==> src/logic/ethInit_defines.svh <==
// KSZ8851 chip ID, init register addresses and values, MAC words and host-bus timing
`ifndef ETH_INIT_DEFINES_SVH
`define ETH_INIT_DEFINES_SVH

`define KSZ_CHIP_ID_MASKED 12'h887   // Upper 12 bits of CIDER
`define KSZ_REG_CHIP_ID    8'hC0     // CIDER

`define KSZ_REG_MAC_LOW    8'h10     // MARL
`define KSZ_REG_MAC_MID    8'h12     // MARM
`define KSZ_REG_MAC_HIGH   8'h14     // MARH
`define KSZ_VAL_MAC_LOW    16'h9400  // Low byte is the board id, fixed at zero
`define KSZ_VAL_MAC_MID    16'h0E13
`define KSZ_VAL_MAC_HIGH   16'hFA61

`define KSZ_REG_TXFDPR     8'h84     // TX frame data pointer
`define KSZ_VAL_TXFDPR     16'h4000  // Pointer auto increment
`define KSZ_REG_TXCR       8'h70     // TX control
`define KSZ_VAL_TXCR       16'h01EE  // Flow control, CRC, padding
`define KSZ_REG_RXFDPR     8'h86     // RX frame data pointer
`define KSZ_VAL_RXFDPR     16'h4000  // Pointer auto increment
`define KSZ_REG_RXFCTR     8'h9C     // RX frame count threshold
`define KSZ_VAL_RXFCTR     16'h0001  // One frame
`define KSZ_REG_RXCR1      8'h74     // RX control 1
`define KSZ_VAL_RXCR1      16'h7CE0  // Checksums, filtering, flow control, bcast/mcast/ucast
`define KSZ_REG_RXQCR      8'h82     // RX queue command
`define KSZ_VAL_RXQCR      16'h0030  // Frame count threshold and auto-dequeue
`define KSZ_REG_ISR        8'h92     // Interrupt status
`define KSZ_VAL_ISR        16'hFFFF  // Write ones to clear all
`define KSZ_REG_IER        8'h90     // Interrupt enable
`define KSZ_VAL_IER        16'h2000  // Receive interrupt only

`define KSZ_RESET_CYCLES   100       // Chip reset hold time in sysclk cycles
`define KSZ_STROBE_CYCLES  4         // Width of each host-bus strobe

`endif

==> src/logic/ethPkg.sv <==
// Register address and data word types and the init sequencer state type
`default_nettype none

package ethPkg;

    typedef logic [7:0]  kszAddr_t;  // Chip register address
    typedef logic [15:0] kszWord_t;  // Register data word

    typedef enum logic [4:0] {
        stIdle,
        stWaitAck,         // Shared wait for cmdAck
        stWaitAckClear,    // Shared wait for cmdAck low
        stCheckChipId,
        stMacLow,
        stMacMid,
        stMacHigh,
        stTxFdpr,
        stTxCr,
        stRxFdpr,
        stRxFctr,
        stRxCr1,
        stRxQcr,
        stIrqClear,
        stIrqEnable,
        stTxEnRead,        // Read-modify-write of TXCR
        stTxEnWrite,
        stRxEnRead,        // Read-modify-write of RXCR1
        stRxEnWrite,
        stDone
    } initState_t;

endpackage

`default_nettype wire

==> src/logic/ethInitSequencer.sv <==
// KSZ8851 initialization FSM issuing register commands and reporting initOK
`timescale 1ns/1ps
`default_nettype none
`include "ethInit_defines.svh"

module ethInitSequencer (
    input  wire                    sysclk,
    input  wire                    reset,
    input  wire                    initReq,    // Chip came out of reset
    output logic                   initAck,
    output logic                   cmdReq,
    input  wire                    cmdAck,
    input  wire                    readValid,
    output logic                   isWrite,    // 0 read, 1 write
    output ethPkg::kszAddr_t       regAddr,
    output ethPkg::kszWord_t       writeData,
    input  wire ethPkg::kszWord_t  readData,
    output logic                   initOK
);

    ethPkg::initState_t state;
    ethPkg::initState_t returnState;   // Where the shared wait pair goes next
    ethPkg::initState_t nextReturn;
    logic               initReqD;
    logic               startInit;
    logic               issue;
    logic               nextWrite;
    ethPkg::kszAddr_t   nextAddr;
    ethPkg::kszWord_t   nextData;

    // A fresh init request restarts the sequence from any state
    assign startInit = initReq && ((state == ethPkg::stIdle) || !initReqD);

    // Command decode for the issue states
    always_comb
    begin
        issue      = 1'b1;
        nextWrite  = 1'b1;
        nextAddr   = '0;
        nextData   = '0;
        nextReturn = ethPkg::stIdle;
        if (startInit)
        begin
            nextWrite  = 1'b0;
            nextAddr   = `KSZ_REG_CHIP_ID;
            nextReturn = ethPkg::stCheckChipId;
        end
        else
        begin
            case (state)
                ethPkg::stMacLow:
                begin
                    nextAddr   = `KSZ_REG_MAC_LOW;
                    nextData   = `KSZ_VAL_MAC_LOW;
                    nextReturn = ethPkg::stMacMid;
                end
                ethPkg::stMacMid:
                begin
                    nextAddr   = `KSZ_REG_MAC_MID;
                    nextData   = `KSZ_VAL_MAC_MID;
                    nextReturn = ethPkg::stMacHigh;
                end
                ethPkg::stMacHigh:
                begin
                    nextAddr   = `KSZ_REG_MAC_HIGH;
                    nextData   = `KSZ_VAL_MAC_HIGH;
                    nextReturn = ethPkg::stTxFdpr;
                end
                ethPkg::stTxFdpr:
                begin
                    nextAddr   = `KSZ_REG_TXFDPR;
                    nextData   = `KSZ_VAL_TXFDPR;
                    nextReturn = ethPkg::stTxCr;
                end
                ethPkg::stTxCr:
                begin
                    nextAddr   = `KSZ_REG_TXCR;
                    nextData   = `KSZ_VAL_TXCR;
                    nextReturn = ethPkg::stRxFdpr;
                end
                ethPkg::stRxFdpr:
                begin
                    nextAddr   = `KSZ_REG_RXFDPR;
                    nextData   = `KSZ_VAL_RXFDPR;
                    nextReturn = ethPkg::stRxFctr;
                end
                ethPkg::stRxFctr:
                begin
                    nextAddr   = `KSZ_REG_RXFCTR;
                    nextData   = `KSZ_VAL_RXFCTR;
                    nextReturn = ethPkg::stRxCr1;
                end
                ethPkg::stRxCr1:
                begin
                    nextAddr   = `KSZ_REG_RXCR1;
                    nextData   = `KSZ_VAL_RXCR1;
                    nextReturn = ethPkg::stRxQcr;
                end
                ethPkg::stRxQcr:
                begin
                    nextAddr   = `KSZ_REG_RXQCR;
                    nextData   = `KSZ_VAL_RXQCR;
                    nextReturn = ethPkg::stIrqClear;
                end
                ethPkg::stIrqClear:
                begin
                    nextAddr   = `KSZ_REG_ISR;
                    nextData   = `KSZ_VAL_ISR;
                    nextReturn = ethPkg::stIrqEnable;
                end
                ethPkg::stIrqEnable:
                begin
                    nextAddr   = `KSZ_REG_IER;
                    nextData   = `KSZ_VAL_IER;
                    nextReturn = ethPkg::stTxEnRead;
                end
                ethPkg::stTxEnRead:
                begin
                    nextWrite  = 1'b0;
                    nextAddr   = `KSZ_REG_TXCR;
                    nextReturn = ethPkg::stTxEnWrite;
                end
                ethPkg::stTxEnWrite:
                begin
                    issue      = readValid;
                    nextAddr   = `KSZ_REG_TXCR;
                    nextData   = {readData[15:1], 1'b1};  // Set TX enable
                    nextReturn = ethPkg::stRxEnRead;
                end
                ethPkg::stRxEnRead:
                begin
                    nextWrite  = 1'b0;
                    nextAddr   = `KSZ_REG_RXCR1;
                    nextReturn = ethPkg::stRxEnWrite;
                end
                ethPkg::stRxEnWrite:
                begin
                    issue      = readValid;
                    nextAddr   = `KSZ_REG_RXCR1;
                    nextData   = {readData[15:1], 1'b1};  // Set RX enable
                    nextReturn = ethPkg::stDone;
                end
                default: issue = 1'b0;  // Waits, ID check, done and idle
            endcase
        end
    end

    always_ff @(posedge sysclk or negedge reset)
    begin
        if (!reset)
        begin
            state       <= ethPkg::stIdle;
            returnState <= ethPkg::stIdle;
            cmdReq      <= 1'b0;
            isWrite     <= 1'b0;
            initAck     <= 1'b0;
            initOK      <= 1'b0;
            initReqD    <= 1'b0;
        end
        else
        begin
            initReqD <= initReq;
            if (startInit)
            begin
                initAck <= 1'b1;
                initOK  <= 1'b0;
            end
            if (issue)
            begin
                cmdReq      <= 1'b1;
                isWrite     <= nextWrite;
                returnState <= nextReturn;
                state       <= ethPkg::stWaitAck;
            end
            else
            begin
                case (state)
                    ethPkg::stWaitAck:
                    begin
                        if (cmdAck)
                        begin
                            cmdReq <= 1'b0;
                            state  <= ethPkg::stWaitAckClear;
                        end
                    end
                    ethPkg::stWaitAckClear:
                    begin
                        if (!cmdAck)
                            state <= returnState;
                    end
                    ethPkg::stCheckChipId:
                    begin
                        initAck <= 1'b0;  // initReq is long gone by now
                        if (readValid)
                        begin
                            if (readData[15:4] == `KSZ_CHIP_ID_MASKED)
                                state <= ethPkg::stMacLow;
                            else
                                state <= ethPkg::stIdle;  // Wrong chip, stay uninitialized
                        end
                    end
                    ethPkg::stDone:
                    begin
                        initOK <= 1'b1;
                        state  <= ethPkg::stIdle;
                    end
                    default: state <= state;
                endcase
            end
        end
    end

    // Command payload
    always_ff @(posedge sysclk)
    begin
        if (issue)
        begin
            regAddr   <= nextAddr;
            writeData <= nextData;
        end
    end

endmodule

`default_nettype wire

==> src/logic/ethSubsystem.sv <==
// Top level joining the init sequencer and the KSZ8851 register port
`timescale 1ns/1ps
`default_nettype none

module ethSubsystem (
    input  wire                    sysclk,
    input  wire                    reset,
    input  wire                    restart,
    output logic                   chipRstN,
    output logic                   chipCsN,
    output logic                   chipCmd,
    output logic                   chipWrN,
    output logic                   chipRdN,
    output ethPkg::kszWord_t       chipSdOut,
    output logic                   chipSdOe,
    input  wire ethPkg::kszWord_t  chipSdIn,
    output logic                   initOK
);

    // Init handshake
    logic             initReq;
    logic             initAck;

    // Command interface
    logic             cmdReq;
    logic             cmdAck;
    logic             isWrite;
    ethPkg::kszAddr_t regAddr;
    ethPkg::kszWord_t writeData;
    logic             readValid;
    ethPkg::kszWord_t readData;

    ethInitSequencer i_ethInitSequencer (
        .sysclk    (sysclk),
        .reset     (reset),
        .initReq   (initReq),
        .initAck   (initAck),
        .cmdReq    (cmdReq),
        .cmdAck    (cmdAck),
        .readValid (readValid),
        .isWrite   (isWrite),
        .regAddr   (regAddr),
        .writeData (writeData),
        .readData  (readData),
        .initOK    (initOK)
    );

    kszRegPort i_kszRegPort (
        .sysclk    (sysclk),
        .reset     (reset),
        .restart   (restart),
        .initReq   (initReq),
        .initAck   (initAck),
        .cmdReq    (cmdReq),
        .cmdAck    (cmdAck),
        .isWrite   (isWrite),
        .regAddr   (regAddr),
        .writeData (writeData),
        .readValid (readValid),
        .readData  (readData),
        .chipRstN  (chipRstN),
        .chipCsN   (chipCsN),
        .chipCmd   (chipCmd),
        .chipWrN   (chipWrN),
        .chipRdN   (chipRdN),
        .chipSdOut (chipSdOut),
        .chipSdOe  (chipSdOe),
        .chipSdIn  (chipSdIn)
    );

endmodule

`default_nettype wire

==> src/logic/kszRegPort.sv <==
// KSZ8851 register port with chip reset timer, init request and host-bus cycle engine
`timescale 1ns/1ps
`default_nettype none
`include "ethInit_defines.svh"

module kszRegPort (
    input  wire                    sysclk,
    input  wire                    reset,
    input  wire                    restart,    // Re-run chip reset
    output logic                   initReq,
    input  wire                    initAck,
    input  wire                    cmdReq,
    output logic                   cmdAck,
    input  wire                    isWrite,
    input  wire ethPkg::kszAddr_t  regAddr,
    input  wire ethPkg::kszWord_t  writeData,
    output logic                   readValid,
    output ethPkg::kszWord_t       readData,
    output logic                   chipRstN,
    output logic                   chipCsN,
    output logic                   chipCmd,    // High in address phase
    output logic                   chipWrN,
    output logic                   chipRdN,
    output ethPkg::kszWord_t       chipSdOut,
    output logic                   chipSdOe,   // Data bus driver enable
    input  wire ethPkg::kszWord_t  chipSdIn
);

    localparam int resetCycles  = `KSZ_RESET_CYCLES;
    localparam int strobeCycles = `KSZ_STROBE_CYCLES;
    localparam int busCycles    = 2 * strobeCycles + 2;  // Two phases plus two idle cycles
    localparam int rstCntW      = $clog2(resetCycles + 1);
    localparam int phaseW       = $clog2(busCycles + 1);

    logic [rstCntW-1:0] rstCnt;
    logic               initPend;     // Chip just left reset
    logic               busy;
    logic [phaseW-1:0]  phaseCnt;
    logic               latWrite;
    ethPkg::kszAddr_t   latAddr;
    ethPkg::kszWord_t   latData;
    logic [3:0]         byteEn;
    logic               addrPhase;
    logic               dataPhase;
    logic               sampleNow;
    logic               cycleLast;
    logic               accept;

    // Phase decode from the cycle counter
    assign addrPhase = busy && (phaseCnt < phaseW'(strobeCycles));
    assign dataPhase = busy && (phaseCnt > phaseW'(strobeCycles))
                       && (phaseCnt <= phaseW'(2 * strobeCycles));
    assign sampleNow = busy && (phaseCnt == phaseW'(2 * strobeCycles));  // Last data strobe
    assign cycleLast = busy && (phaseCnt == phaseW'(busCycles - 1));

    // No commands while the chip is in reset or init is still pending
    assign accept = cmdReq && !cmdAck && !busy && chipRstN && !initPend && !initReq;

    assign byteEn = latAddr[1] ? 4'b1100 : 4'b0011;  // Upper or lower word of the dword

    // Chip reset timer and init request
    always_ff @(posedge sysclk or negedge reset)
    begin
        if (!reset)
        begin
            chipRstN <= 1'b0;
            rstCnt   <= '0;
            initPend <= 1'b0;
            initReq  <= 1'b0;
        end
        else if (restart)
        begin
            chipRstN <= 1'b0;  // Hold the chip in reset again
            rstCnt   <= '0;
            initPend <= 1'b0;
            initReq  <= 1'b0;
        end
        else
        begin
            initPend <= 1'b0;
            if (!chipRstN)
            begin
                if (rstCnt == rstCntW'(resetCycles - 1))
                begin
                    chipRstN <= 1'b1;
                    initPend <= 1'b1;
                end
                else
                begin
                    rstCnt <= rstCnt + 1'b1;
                end
            end
            if (initPend)
                initReq <= 1'b1;  // One cycle after chip reset ends
            else if (initAck)
                initReq <= 1'b0;
        end
    end

    // Command handshake and bus cycle sequencing
    always_ff @(posedge sysclk or negedge reset)
    begin
        if (!reset)
        begin
            busy      <= 1'b0;
            phaseCnt  <= '0;
            cmdAck    <= 1'b0;
            readValid <= 1'b0;
        end
        else if (restart)
        begin
            busy      <= 1'b0;  // Abort any cycle in flight
            phaseCnt  <= '0;
            cmdAck    <= 1'b0;
            readValid <= 1'b0;
        end
        else if (accept)
        begin
            cmdAck    <= 1'b1;
            busy      <= 1'b1;
            phaseCnt  <= '0;
            readValid <= 1'b0;  // Old read data no longer valid
        end
        else if (busy)
        begin
            phaseCnt <= phaseCnt + 1'b1;
            if (sampleNow && !latWrite)
                readValid <= 1'b1;
            if (cycleLast)
                busy <= 1'b0;
        end
        else if (cmdAck && !cmdReq)
        begin
            cmdAck <= 1'b0;  // Cycle done and request withdrawn
        end
    end

    // Command fields and captured read data
    always_ff @(posedge sysclk)
    begin
        if (accept)
        begin
            latWrite <= isWrite;
            latAddr  <= regAddr;
            latData  <= writeData;
        end
        if (sampleNow && !latWrite)
            readData <= chipSdIn;
    end

    // Host-bus pins
    assign chipCsN   = !busy;
    assign chipCmd   = addrPhase;
    assign chipWrN   = !(addrPhase || (dataPhase && latWrite));  // Address latch uses WRN too
    assign chipRdN   = !(dataPhase && !latWrite);
    assign chipSdOe  = addrPhase || (dataPhase && latWrite);
    assign chipSdOut = addrPhase ? {byteEn, 4'h0, latAddr} : latData;

endmodule

`default_nettype wire

==> config.mk <==
export PLATFORM = sky130hd
export DESIGN_NAME = ethSubsystem
export DESIGN_NICKNAME = d
export VERILOG_FILES = /design/src/logic/ethPkg.sv /design/src/logic/ethInitSequencer.sv /design/src/logic/ethSubsystem.sv /design/src/logic/kszRegPort.sv
export VERILOG_INCLUDE_DIRS = /design/src /design/src/logic
export SDC_FILE = /design/constraint.sdc
export NUM_CORES = 1
export LEC_CHECK = 0
export BUFFER_PORTS_ARGS = -buffer_cell sky130_fd_sc_hd__buf_2
export CORE_ASPECT_RATIO = 0.6
export CORE_MARGIN = 10
export CORE_UTILIZATION = 65
export CTS_BUF_LIST = sky130_fd_sc_hd__clkbuf_4 sky130_fd_sc_hd__clkbuf_8
export DETAILED_ROUTE_END_ITERATION = 12
export PLACE_DENSITY = 0.9
export RECOVER_POWER = 50
export SYNTH_ARGS = -nofsm -noshare
export SYNTH_HDL_FRONTEND = slang
export SYNTH_SLANG_ARGS = --single-unit
export TNS_END_PERCENT = 5
==> constraint.sdc <==
create_clock -name sysclk -period 3.9 [get_ports sysclk]
set_input_delay 0.195 -clock sysclk [delete_from_list [all_inputs] [get_ports sysclk]]
set_output_delay 0.195 -clock sysclk [all_outputs]
set_load 0.01 [all_outputs]
==> impl_metrics.csv <==
group,metric,value,unit
logic_synthesis,syn_area_per_cell,11.50,um^2
timing,tns,0,ns
floorplan,die_h,84.91,um
grt,track_usage,17.45,%
worst_setup_path,max_stage_delay,0.72,ns
cells_and_area,drive_gt1_share,18.39,%
run_status,violations,"capacitance limit, slew limit",
power,ir_worst_vdd,0.3262,mV
cells_and_area,fillers,434,
clock_network,cts_resized,0,
placed_design,dp.cells,504,
worst_setup_path,worstSetupStartpointType,"flip-flop",
clock_network,cts_root_buf,"clkbuf_8",
worst_setup_path,slowest_stage,"dfrtp_1",
cells_and_area,n_antenna_cell,0,
worst_setup_path,cp_data_arrival_time,2.97,ns
timing,rsz0062_at_grt,"no",
logic_synthesis,ys_ff_latch,94,
flow_run,maxCapViolations,1,
logic_synthesis,syn_area,4564,um^2
clock_network,insertion_delay,0.36,ns
clock_network,cts.reportedPaths.clkPinSlew,0.09,ns
clock_network,cts_made_buffers,9,
logic_synthesis,synthFlopType,"edfxtp_1",
worst_setup_path,cp_top_family,"simple AND/OR/NAND/NOR gates",
cells_and_area,final_nets,464,
logic_synthesis,ys_types,72,
timing,fin_worst_skew,0.01151,ns
grt,grt_max_degree,34,
grt,grt.overflow.total,0,
floorplan,pin_count,42,
floorplan,initial_core_util,67.78,%
floorplan,dieArea,10880,um^2
grt,use_met3,5.528,%
drt,drt_pass1_iterations,5,
logic_synthesis,syn_inst,397,
run_status,status,"finished with violations",
drt,drtIter0Drc,444,
worst_setup_path,crit_buf_inv,0,
grt,grt_pass1_vias,2992,
timing,final_hold_viol_count,0,
clock_network,clock_path_buffers,2,
drt,routed_wl,9.531,mm
clock_network,cts_tree,"built",
timing,setup_viol,0,
power,p_leak,1.985,nW
clock_network,cts_sinks,94,
grt,antenna_found_initial,0,
drt,vias,3234,
timing,drv_slew,33,
timing,finalCritPeriodShare,69.82,%
floorplan,coreArea,6734,um^2
timing,maxSlewHeadroom,-13.90,%
clock_network,post_cts_buffers,0,
logic_synthesis,synth_warnings,0,
floorplan,num_rows,23,
worst_setup_path,cp.depth,4,
drt,ant_nets,0,
placed_design,port_buffers,40,
worst_setup_path,reg2reg_depth,4,
logic_synthesis,yosysTopAreaCellShare,40.79,%
drt,route.detailed.drc,0,
grt,top_usage_layer,"met1",
timing,worst-slew-pin-transition,1.708,ns
drt,wl_per_cell,17.88,um
logic_synthesis,yosys.area.top_type,"edfxtp_1",
worst_setup_path,cp_cell_sequence,"nor2b_2 > o211ai_2 > nand3_2 > mux2_4",
worst_setup_path,crit_path_max_fanout,33,
worst_setup_path,critPathKind,"reg -> reg",
floorplan,die_w,128.2,um
cells_and_area,areaGrowthSynthToFinish,11.16,%
worst_hold_path,holdPathStages,1,
grt,gr-usage-met2,24.39,%
placed_design,gp_congestion,0.9266,
grt,gr-usage-met1,24.55,%
logic_synthesis,synth-async-reset-ratio,34.04,%
placed_design,dpl.hpwl,6.488,mm
power,power_density,403.1,nW/um^2
worst_hold_path,hold_path.class,"in -> reg",
logic_synthesis,synth_area_leaders,"edfxtp_1, dfrtp_1, nand2_1, nor2_1, a21oi_1",
grt,grt_pass1_wl,15.32,mm
timing,fmax,0.3672,GHz
logic_synthesis,synth_nets,420,
worst_setup_path,end_kind,"flip-flop",
logic_synthesis,synth_edf_count,62,
logic_synthesis,seq_area_frac_synth,58.33,%
cells_and_area,fin_cells,533,
worst_setup_path,crit_required,4.15,ns
timing,period_needed,2.723,ns
drt,via_per_inst,6.068,
clock_network,cts-htree-levels,3,
-- stage by stage --
stage,utilization (%),area [um^2],worst slack [ns],total power [mW],hold WS [ns]
global placement,70.40,4741,1.302,1.351,0.2830
floorplan,-,4564,1.658,1.315,-0.1006
finish,75.34,5074,1.177,2.045,0.01193
detailed placement,70.40,4741,1.228,1.360,0.2909
CTS,74.67,5029,1.222,2.038,0.0004185
global route,75.34,5074,1.014,2.121,-0.002182
-- final cells by class --
cell class              instances  area [um^2]  share of cell area, %
clock buffers                  10        131.4                  2.589
well taps                      87        108.9                  2.145
repair buffers                 59        365.4                  7.201
clock inverters                 6        86.33                  1.702
multi-input cells             265         1674                  33.00
flip-flops and latches         94         2663                  52.48
inverters                      12        45.04                 0.8878
-- final timing paths --
check	from	endpoint	slack [ns]
setup / recovery	i_ethInitSequencer.state[0]	i_ethInitSequencer.returnState[4]	1.18
hold / removal	chipSdIn[2]	i_kszRegPort.readData[2]	0.01
setup reg to reg	i_ethInitSequencer.state[0]	i_ethInitSequencer.returnState[4]	1.18
hold reg to reg	i_ethInitSequencer.writeData[10]	i_kszRegPort.latData[10]	0.42
max in group asynchronous	reset	i_kszRegPort.phaseCnt[3]	2.10
min in group asynchronous	reset	i_ethInitSequencer.initOK	0.81
-- synthesized netlist by cell type (7+ instances only) --
cell type / count
o21ai_0: 12
nand3_1: 9
a21oi_1: 21
edfxtp_1: 62
nand2_1: 55
buf_6: 7
inv_1: 11
nand2b_1: 8
buf_2: 11
dfrtp_1: 32
nor2_1: 34
nor2b_1: 8
-- kinds of logic (layout without fill, tap and decap cells) --
family	after synthesis	in the layout	share of synthesized area [%]
flip-flops	94	94	58.33
AO/OA/AOI/OAI	79	79	12.20
adder cells (fa/ha/maj)	4	4	1.097
multiplexers	8	8	1.919
buffers and inverters	38	87	4.989
XOR/XNOR	12	12	2.303
AND/OR/NAND/NOR	162	162	19.16
-- timing repair --
| action | CTS | global route |
|---|---|---|
| setup endpoints to repair | 0 | 0 |
| endpoints found under the hold margin | 38 | 6 |
| hold buffers | 7 | 6 |
-- sequential cells by signal (all words and copies together) (netlist names), 4 cells and up --
| signal | cells |
|---|---|
| i_kszRegPort.rstCnt | 7 |
| i_ethInitSequencer.state | 5 |
| i_kszRegPort.readData | 15 |
| i_ethInitSequencer.regAddr | 7 |
| i_kszRegPort.latAddr | 7 |
| i_kszRegPort.latData | 16 |
| i_ethInitSequencer.returnState | 5 |
| i_kszRegPort.phaseCnt | 4 |
| i_ethInitSequencer.writeData | 16 |
-- where the power goes --
part	total [mW]	internal, mW	switching [mW]
clock network	0.686	0.367	0.319
logic	0.218	0.0909	0.127
registers	1.14	1.08	0.0639
-- layer usage --
layer / vias up / wire [um]
li1: 1503 / -
met1: 1530 / 4123
met2: 183 / 4175
met3: 18 / 1021
met4: 0 / 210
met5: - / 0
-- cell usage in the layout (no fill, tap or decap), types with 6 or more instances in the layout --
| master | count |
|---|---|
| edfxtp_1 | 62 |
| nand2_1 | 55 |
| buf_2 | 35 |
| nor2_1 | 34 |
| dfrtp_1 | 32 |
| a21oi_1 | 21 |
| dlygate4sd3_1 | 13 |
| o21ai_0 | 12 |
| inv_1 | 11 |
| nand3_1 | 9 |
| clkbuf_8 | 9 |
| nor2b_1 | 8 |
| nand2b_1 | 8 |
| and2_1 | 6 |
| a31oi_1 | 6 |
| xor2_1 | 6 |
| xnor2_1 | 6 |
No activity file was read; power rests on OpenSTA's default activity.
